===== config.mk =====
export PLATFORM = sky130hd
export DESIGN_NAME = branch_predictor
export DESIGN_NICKNAME = d
export VERILOG_FILES = /design/src/rtl/bp_pkg.sv /design/src/rtl/branch_predictor.sv /design/src/rtl/fetch_predict.sv /design/src/rtl/history_updater.sv /design/src/rtl/outcome_queue.sv /design/src/rtl/pattern_table.sv
export VERILOG_INCLUDE_DIRS = /design/src /design/src/include
export SDC_FILE = /design/constraint.sdc
export NUM_CORES = 2
export LEC_CHECK = 0
export BUFFER_PORTS_ARGS = -buffer_cell sky130_fd_sc_hd__buf_2
export CAP_MARGIN = 20
export CORE_MARGIN = 3
export CORE_UTILIZATION = 51
export CTS_CLUSTER_DIAMETER = 200
export DETAILED_ROUTE_END_ITERATION = 8
export PLACE_DENSITY = 0.67
export RECOVER_POWER = 100
export SLEW_MARGIN = 20
export SYNTH_ARGS = -nofsm -noshare
export SYNTH_HDL_FRONTEND = slang
export SYNTH_HIERARCHICAL = 1
export SYNTH_SLANG_ARGS = --single-unit

===== constraint.sdc =====
create_clock -name clk -period 5.06 [get_ports clk]
set_clock_uncertainty 0.15 [all_clocks]
set_input_delay 0.506 -clock clk [delete_from_list [all_inputs] [get_ports clk]]
set_output_delay 0.506 -clock clk [all_outputs]
set_load 0.005 [all_outputs]

===== src/include/bp_macros.svh =====
`ifndef BP_MACROS_SVH
`define BP_MACROS_SVH

// ======================================================================
// branch predictor sizing
// ======================================================================

// fetch slots looked up together each cycle
`define BP_QSLOTS 4

// top bit of an instruction address
`define BP_AMSB 31

// number of two-bit counters in the pattern table
`define BP_BHT_DEPTH 512

// global history length, the upper two bits take part in the index
`define BP_HIST_BITS 3

// resolved-branch queue entries, kept a power of two so pointers wrap
`define BP_QUEUE_DEPTH 32

`endif


===== src/rtl/bp_pkg.sv =====
`include "bp_macros.svh"

package bp_pkg;

	// instruction address
	typedef logic [`BP_AMSB:0] addr_t;

	// two-bit counter in the wrapped encoding
	// 0 weak taken, 1 strong taken, 2 strong not taken, 3 weak not taken
	typedef logic [1:0] ctr_t;

	// pattern table index
	typedef logic [$clog2(`BP_BHT_DEPTH)-1:0] bht_idx_t;

	// global branch history, newest outcome in bit 0
	typedef logic [`BP_HIST_BITS-1:0] hist_t;

	// outcome queue pointer
	typedef logic [$clog2(`BP_QUEUE_DEPTH)-1:0] qptr_t;

	// table index shared by the fetch lookup and the commit update
	// word address bits 8:2 on top, two oldest history bits below
	function automatic bht_idx_t bht_index(input addr_t ip, input hist_t gh);
		return {ip[8:2], gh[`BP_HIST_BITS-1 -: 2]};
	endfunction

endpackage


===== src/rtl/branch_predictor.sv =====
`timescale 1ns/1ps
`include "bp_macros.svh"

module branch_predictor (
	input  logic                  clk,
	input  logic                  rst,
	input  logic                  en,
	input  logic [1:0]            rsv_valid,
	input  bp_pkg::addr_t [1:0]   rsv_ip,
	input  logic [1:0]            rsv_taken,
	input  bp_pkg::addr_t         fetch_ip [`BP_QSLOTS],
	output logic [`BP_QSLOTS-1:0] predict_taken
);
	import bp_pkg::*;

	// queue to updater
	logic upd_valid;
	addr_t upd_ip;
	logic upd_taken;

	// updater to table
	logic wr_en;
	bht_idx_t wr_idx;
	ctr_t wr_ctr;
	ctr_t wr_cur;

	// history into the fetch lookup
	hist_t ghist;

	// fetch lookup against the table
	bht_idx_t rd_idx [`BP_QSLOTS];
	ctr_t rd_ctr [`BP_QSLOTS];

	// ==================================================================
	// commit side
	// ==================================================================
	outcome_queue u_queue (
		.clk       (clk),
		.rst       (rst),
		.rsv_valid (rsv_valid),
		.rsv_ip    (rsv_ip),
		.rsv_taken (rsv_taken),
		.upd_valid (upd_valid),
		.upd_ip    (upd_ip),
		.upd_taken (upd_taken)
	);

	history_updater u_updater (
		.clk       (clk),
		.rst       (rst),
		.en        (en),
		.upd_valid (upd_valid),
		.upd_taken (upd_taken),
		.upd_ip    (upd_ip),
		.wr_cur    (wr_cur),
		.ghist     (ghist),
		.wr_en     (wr_en),
		.wr_idx    (wr_idx),
		.wr_ctr    (wr_ctr)
	);

	// ==================================================================
	// shared counter table and fetch side
	// ==================================================================
	pattern_table u_table (
		.clk    (clk),
		.rst    (rst),
		.rd_idx (rd_idx),
		.rd_ctr (rd_ctr),
		.wr_en  (wr_en),
		.wr_idx (wr_idx),
		.wr_ctr (wr_ctr),
		.wr_cur (wr_cur)
	);

	fetch_predict u_predict (
		.en            (en),
		.fetch_ip      (fetch_ip),
		.ghist         (ghist),
		.rd_idx        (rd_idx),
		.rd_ctr        (rd_ctr),
		.predict_taken (predict_taken)
	);

endmodule


===== src/rtl/fetch_predict.sv =====
`timescale 1ns/1ps
`include "bp_macros.svh"

module fetch_predict (
	input  logic                   en,
	input  bp_pkg::addr_t          fetch_ip [`BP_QSLOTS],
	input  bp_pkg::hist_t          ghist,
	output bp_pkg::bht_idx_t       rd_idx [`BP_QSLOTS],
	input  bp_pkg::ctr_t           rd_ctr [`BP_QSLOTS],
	output logic [`BP_QSLOTS-1:0]  predict_taken
);
	import bp_pkg::*;

	// ==================================================================
	// per-slot lookup
	// ==================================================================
	always_comb begin
		for (int s = 0; s < `BP_QSLOTS; s++) begin
			// same index rule as the commit-side update
			rd_idx[s] = bht_index(fetch_ip[s], ghist);
			// counter values 0 and 1 are the taken half
			// so the upper bit clear means taken
			// en low forces every slot to not taken
			predict_taken[s] = en && !rd_ctr[s][1];
		end
	end

endmodule


===== src/rtl/history_updater.sv =====
`timescale 1ns/1ps
`include "bp_macros.svh"

module history_updater (
	input  logic             clk,
	input  logic             rst,
	input  logic             en,
	input  logic             upd_valid,
	input  logic             upd_taken,
	input  bp_pkg::addr_t    upd_ip,
	input  bp_pkg::ctr_t     wr_cur,
	output bp_pkg::hist_t    ghist,
	output logic             wr_en,
	output bp_pkg::bht_idx_t wr_idx,
	output bp_pkg::ctr_t     wr_ctr
);
	import bp_pkg::*;

	// ==================================================================
	// write index and strobe
	// ==================================================================

	// index uses the history as it was before this outcome shifts in
	assign wr_idx = bht_index(upd_ip, ghist);

	// drained entries are only applied while the predictor is enabled
	// anything drained with en low is simply lost
	assign wr_en = upd_valid && en;

	// ==================================================================
	// saturating step in the wrapped encoding
	// ==================================================================
	always_comb begin
		if (upd_taken) begin
			// taken walks 2 -> 3 -> 0 -> 1 and sticks at 1
			if (wr_cur == ctr_t'(1))
				wr_ctr = wr_cur;
			else
				wr_ctr = wr_cur + ctr_t'(1);
		end else begin
			// not taken walks 1 -> 0 -> 3 -> 2 and sticks at 2
			if (wr_cur == ctr_t'(2))
				wr_ctr = wr_cur;
			else
				wr_ctr = wr_cur - ctr_t'(1);
		end
	end

	// ==================================================================
	// global history
	// ==================================================================

	// newest outcome enters at bit 0, oldest drops off the top
	// shifts on the same condition as the table write
	always_ff @(posedge clk) begin
		if (rst) begin
			ghist <= '0;
		end else if (wr_en) begin
			ghist <= {ghist[`BP_HIST_BITS-2:0], upd_taken};
		end
	end

endmodule


===== src/rtl/outcome_queue.sv =====
`timescale 1ns/1ps
`include "bp_macros.svh"

module outcome_queue (
	input  logic                clk,
	input  logic                rst,
	input  logic [1:0]          rsv_valid,
	input  bp_pkg::addr_t [1:0] rsv_ip,
	input  logic [1:0]          rsv_taken,
	output logic                upd_valid,
	output bp_pkg::addr_t       upd_ip,
	output logic                upd_taken
);
	import bp_pkg::*;

	// occupancy counter needs one bit more than a pointer to hold full
	localparam int CW = $clog2(`BP_QUEUE_DEPTH) + 1;
	localparam logic [CW-1:0] QD = CW'(`BP_QUEUE_DEPTH);

	// entry storage, address and resolved direction side by side
	addr_t ent_ip [`BP_QUEUE_DEPTH];
	logic [`BP_QUEUE_DEPTH-1:0] ent_taken;

	qptr_t head;
	qptr_t tail;
	logic [CW-1:0] count;

	logic acc0;
	logic acc1;
	logic pop;
	logic [1:0] n_push;
	qptr_t wptr1;

	// ==================================================================
	// push and pop decisions
	// ==================================================================
	always_comb begin
		// slot 0 goes first, slot 1 only if room remains after it
		acc0 = rsv_valid[0] && (count < QD);
		acc1 = rsv_valid[1] && ((count + CW'(acc0)) < QD);
		n_push = {1'b0, acc0} + {1'b0, acc1};
		// one entry leaves per cycle whenever anything is queued
		pop = (count != '0);
		// slot 1 lands right behind slot 0 when both are taken
		wptr1 = tail + qptr_t'(acc0);
	end

	// entry writes, up to two per cycle
	always_ff @(posedge clk) begin
		if (acc0) begin
			ent_ip[tail] <= rsv_ip[0];
			ent_taken[tail] <= rsv_taken[0];
		end
		if (acc1) begin
			ent_ip[wptr1] <= rsv_ip[1];
			ent_taken[wptr1] <= rsv_taken[1];
		end
	end

	// ==================================================================
	// pointers, occupancy and drain strobe
	// ==================================================================
	always_ff @(posedge clk) begin
		if (rst) begin
			head <= '0;
			tail <= '0;
			count <= '0;
			upd_valid <= 1'b0;
		end else begin
			tail <= tail + qptr_t'(n_push);
			count <= count + CW'(n_push) - CW'(pop);
			// valid for exactly the cycle after the dequeue
			upd_valid <= pop;
			if (pop)
				head <= head + qptr_t'(1);
		end
	end

	// dequeued entry held for the updater
	always_ff @(posedge clk) begin
		if (pop) begin
			upd_ip <= ent_ip[head];
			upd_taken <= ent_taken[head];
		end
	end

endmodule


===== src/rtl/pattern_table.sv =====
`timescale 1ns/1ps
`include "bp_macros.svh"

module pattern_table (
	input  logic             clk,
	input  logic             rst,
	input  bp_pkg::bht_idx_t rd_idx [`BP_QSLOTS],
	output bp_pkg::ctr_t     rd_ctr [`BP_QSLOTS],
	input  logic             wr_en,
	input  bp_pkg::bht_idx_t wr_idx,
	input  bp_pkg::ctr_t     wr_ctr,
	output bp_pkg::ctr_t     wr_cur
);
	import bp_pkg::*;

	// ==================================================================
	// counter array
	// ==================================================================

	// one two-bit counter per history/address pair
	ctr_t bht [`BP_BHT_DEPTH];

	// reset sweeps every counter to weak not taken
	// otherwise a single write port from the commit side
	always_ff @(posedge clk) begin
		if (rst) begin
			for (int i = 0; i < `BP_BHT_DEPTH; i++)
				bht[i] <= ctr_t'(3);
		end else if (wr_en) begin
			bht[wr_idx] <= wr_ctr;
		end
	end

	// ==================================================================
	// read ports
	// ==================================================================
	always_comb begin
		// fetch lookups, all slots in the same cycle
		for (int s = 0; s < `BP_QSLOTS; s++)
			rd_ctr[s] = bht[rd_idx[s]];
		// current value under the update index
		// feeds the saturating step in the updater
		wr_cur = bht[wr_idx];
	end

endmodule


## Yosys cells after proc, flatten, opt, wreduce, memory -nomap -nowiden

Memory sizes are Yosys's and may differ from the RTL's. A register that Yosys moved wholly into a read port is not among the register bits.
Index checks and enable logic that the tools add are counted.

- Add/sub/neg operators: 9
- Order comparisons: 7
- Eq/ne operators: 2
- Mux-type cells: 25
- Reduce and logical (&&, ||, !) cells: 15

Operators with widths:

| kind | count |
|---|---|
| 32-bit bitwise mux | 2 |
| 32-bit two-way mux | 2 |
| 5-bit by 6-bit less-than comparator with 1-bit output, second input constant | 3 |
| 1-bit two-way mux | 13 |
| 6-bit less-than comparator, second input constant | 2 |
| 1-bit demux with 5-bit select | 2 |
| 5-bit by 1-bit greater-or-equal comparator with 1-bit output, second input constant | 2 |
| 1-bit logical AND | 9 |
| 9-bit two-way mux | 1 |
| 2-bit two-way mux | 4 |
| 6-bit by 1-bit adder with 6-bit output | 1 |
| 6-bit by 2-bit adder with 6-bit output | 1 |
| 6-bit nonzero test | 1 |
| 6-bit by 1-bit subtractor with 6-bit output | 1 |
| 5-bit by 1-bit adder with 5-bit output | 1 |
| 5-bit by 1-bit adder with 5-bit output, second input constant | 1 |
| 5-bit by 2-bit adder with 5-bit output | 1 |
| 1-bit binary-select mux with 5-bit select | 1 |
| 1-bit zero test | 4 |
| 1-bit by 1-bit adder with 2-bit output | 1 |
| 2-bit by 1-bit adder with 2-bit output, second input constant | 1 |
| 2-bit by 1-bit == test with 1-bit output, second input constant | 1 |
| 2-bit == test, second input constant | 1 |
| 2-bit OR reduction | 1 |
| 2-bit by 1-bit subtractor with 2-bit output, second input constant | 1 |

- Register bits after elaboration: 53
- RAM bits: 2,048
- Bits of input ports: 199
- Output and inout bits: 4
- Logic and storage cells: 67
- Memories kept: 2

Memory list:

| name | words | width | read ports | clocked after Yosys merged registers in | wr ports | line | text |
|---|---|---|---|---|---|---|---|
| u_queue.ent_ip | 32 | 32 | 1 | 1 | 2 | outcome_queue.sv:21 | `` addr_t ent_ip [`BP_QUEUE_DEPTH]; `` |
| u_table.bht | 512 | 2 | 5 | 0 | 512 | pattern_table.sv:21 | `` ctr_t bht [`BP_BHT_DEPTH]; `` |

## Longest topological paths before layout

- Depth in word-level cells: 9
- Depth in mapped cells: 21

## Cells and area by module

Netlist, hierarchy kept.

By module, submodules not included:

| module | times used | cells an instance | area each (sq um) | seq. area each (sq um) |
|---|---|---|---|---|
| pattern_table | 1 | 7,364 | 83,792.9 | 30,749.5 |
| outcome_queue | 1 | 3,734 | 56,161.4 | 32,721.4 |
| fetch_predict | 1 | 40 | 305.3 | 0.0 |
| history_updater | 1 | 26 | 221.5 | 60.1 |

## Worst setup path after synthesis

Ideal clock, no wire load.

- Path type: register to register
- From: register u_updater.ghist[1]
- To: memory u_table/bht[296][1] in the netlist's numbering, data pin
- Library setup time: 0.268 ns
- Arrival time: 4.234 ns
- Data required time: 4.642 ns
- Setup slack: 0.409 ns
- Stages on the path, launching flop included: 19
- Cells stage by stage: dfxtp_1 buf_4 buf_6 buf_6 buf_6 buf_2 buf_2 mux4_2 a22oi_1 nor2_1 nor3_1 nand4_1 a2111o_1 maj3_2 clkbuf_1 clkbuf_1 nor2_1 clkbuf_1 nand2_1

RTL lines:

| item | line | text |
|---|---|---|
| start, declared | history_updater.sv:12 | `output bp_pkg::hist_t ghist,` |
| start signal, assigned | history_updater.sv:59 | `` ghist <= {ghist[`BP_HIST_BITS-2:0], upd_taken}; `` |
| end, declared | pattern_table.sv:21 |  |

==> impl_metrics.ini <==
[synth]
synth_nets = 7394
synth.cell_area_um2 = 83870
synth_cells = 7177
syn_avg_cell_area_um2 = 11.69
yosysWarningCount = 6

[die]
num_io_pins = 203
die_x_um = 411.5
initial_core_util = 0.5141
die_h_um = 411.5
die-area_um2 = 169400
core_um2 = 163100
num_rows = 148

[setup_path]
slowest_stage = o22ai_1
ff2ff_path_depth = 20
r2r_end = u_table/bht[346][1]
max_stage_delay_ps = 650
setup.worst_path.start = u_updater/ghist[1]
critPathCaptureType = primary output
critPathRequiredTime_ps = 4400
regToRegSetupSlack_ps = -50
critical_path_buf_inv_count = 5
cp_common_cell = buf_12
critical_path_peak_fanout = 11
crit_end = predict_taken[1]
crit_type = reg2out
startpoint_type = register
cp.depth = 13
rr_startpoint = u_updater/ghist[2]
arrival_ps = 4560
path_cells = buf_12, buf_12, buf_16, buf_4, mux2i_1, o221ai_1, o22ai_1, a21oi_1, nand3_1, nor3_2, or4_4, and2b_2, buf_2
critical_path.top_delay_family = compound AO/OA/AOI/OAI gates

[grt]
grt_use_total = 0.4148
grt_pass1_wl_um = 489200
grt_max_degree = 188
grt.overflow.total = 0
antenna_found_initial = 34
grt_pass1_vias = 62850

[sta]
worstMarginPinSlew_ps = 4267
rsz0062_at_grt = yes
hold_viol = 0
setup-tns-final_ps = -619.0
finalWorstPathRequiredPeriod_ps = 5218
fin_ws_ps = -157.8
finalSetupViolations = 26
slew_violations = 188
holdWs_ps = 106.5
period_share = 1.031
slew_headroom = -1.845
fmax_mhz = 191.7

[cells_and_area]
finalNetCount = 7151
seq_area_um2 = 38770
drive_above_1_share = 0.2835
synthToLayoutAreaGrowth_pct = 13.87
utilization = 0.5854
final_cell_area_um2 = 95510
n_fill_cell = 13070
multi_input_area_um2 = 40760

[drt]
vias = 67500
first_pass_iters = 8
vias_per_cell = 7.288
antenna_left = 0
routed_wl_um = 358600
drt_iter0_markers = 12370
wire_per_inst_um = 38.72
drc = 0

[power_and_ir_drop]
ir_drop_uv = 392.4
clkPwrFrac = 0.336
power.share.sequential = 0.389
power_frac_comb = 0.275
power_switching_uw = 10890
p_int_uw = 21030
power_per_cell_area_nw_per_um2 = 334.2
switching_share = 0.3411
leakagePower_uw = 0.02763

[place]
place_area_um2 = 88260
placement.io_buffers = 52
post-dp-hpwl_um = 250400
place_congestion = 1.091

[hold_path]
hold_start = rsv_taken[1]
hold_depth = 3
hold_path_class = in2reg

[clocking]
cts_root_buf = clkbuf_16
cts_inserted_buffers = 148
hold_buffers = 0
cts.clk_slew.worst_paths_ps = 60
cts_max_level = 4
cts.sinks = 1308
clk_path_buf_depth = 3
tritoncts = yes
worstSkewPairLatency_ps = 860

[run_status]
violations = capacitance limit, slew limit, setup timing
status = complete, but fails checks

[run]
cap_violations = 1
==> worst reg2reg max path: stages (launching register included) <==
cell	delay, ps
dfxtp_4	370
buf_16	170
buf_6	170
buf_12	160
buf_12	150
buf_12	140
buf_12	150
buf_4	160
mux4_2	310
mux2i_1	220
buf_4	180
o311ai_1	110
a21oi_1	160
nor2_1	50
a22o_1	380
a2111o_1	480
maj3_2	360
buf_12	180
nor2_2	390
buf_12	250
nand2_1	120
==> placed cells by master, fill, tap and decap left out, types with 36 or more instances in the layout <==
cell type and instances:
a211oi_1 47, a21o_1 481, a21oi_1 145, buf_12 152, buf_2 51, buf_4 489
clkbuf_1 37, clkbuf_16 152, dfxtp_1 48, edfxtp_1 1256, mux2_2 240, mux2i_1 635
mux4_2 556, nand2_1 1199, nand2b_1 36, nand3_1 79, nor2_1 164, nor2_2 41
nor2b_1 53, nor3_1 82, o21ai_0 79, o221ai_1 197, o22ai_1 79
==> per-stage QoR <==
step                      setup WS, ps  std cells  total power (uW)
after CTS                       -162.1       9209             31450
after floorplan                  408.7       7177             16650
after global routing            -98.20       9236             32450
final                           -157.8       9261             31920
after detailed placement        -233.6       8868             20690
after global placement          -299.9       8868             20610
==> sequential cells by signal (all words and copies together), names as in the netlist <==
name	cells
u_table/bht	1024
u_queue/ent_ip	224
u_queue/ent_taken	32
u_queue/upd_ip	7
u_queue/count	6
u_queue/head	5
u_queue/tail	5
u_updater/ghist	3
u_queue/upd_taken	1
u_queue/upd_valid	1
==> how the worst min path moves through the flow <==
stage | slack [ps] | to
2_1_floorplan | 300 | u_updater/ghist[0]
3_5_place_dp | 330 | u_updater/ghist[0]
5_1_grt | 110 | u_queue/ent_taken[30]
6_report | 110 | u_queue/ent_taken[30]
4_1_cts | 30 | u_queue/ent_taken[29]
3_3_place_gp | 310 | u_updater/ghist[0]
==> power groups by stage <==
| stage | logic (uW) | registers, uW | clock network, uW |
|---|---|---|---|
| 3_3_place_gp | 8010 | 12600 | 0 |
| 5_1_grt | 8820 | 12400 | 11200 |
| 3_5_place_dp | 8090 | 12600 | 0 |
| 6_report | 8790 | 12400 | 10700 |
| 2_1_floorplan | 4280 | 12400 | 0 |
| 4_1_cts | 8250 | 12400 | 10800 |
==> area by class of cell <==
cell class | count | share of cell area
well taps | 2175 | 0.02849
clock inverters | 89 | 0.009289
multi-input cells | 4666 | 0.4268
diodes | 29 | 0.0007598
repair buffers | 765 | 0.08618
clock buffers | 184 | 0.04074
inverters | 45 | 0.001782
flip-flops and latches | 1308 | 0.4059
==> routing by layer <==
| layer | track usage | vias up | share of wire | wire length, um |
|---|---|---|---|---|
| li1 | - | 26640 | - | - |
| met1 | 0.5352 | 33770 | 0.35 | 125700 |
| met2 | 0.5826 | 5684 | 0.42 | 149300 |
| met3 | 0.1591 | 1384 | 0.15 | 54440 |
| met4 | 0.2681 | 26 | 0.081 | 28890 |
| met5 | 0.004023 | - | 0.00074 | 264 |
==> what timing repair did <==
action / in CTS / in global routing
pin swaps: 26 / 21
resized for setup: 190 / 79
setup buffers: 59 / 19
endpoints found under the setup margin: 425 / 72
cloned: 11 / 3
No activity file was read; power rests on OpenSTA's default activity.
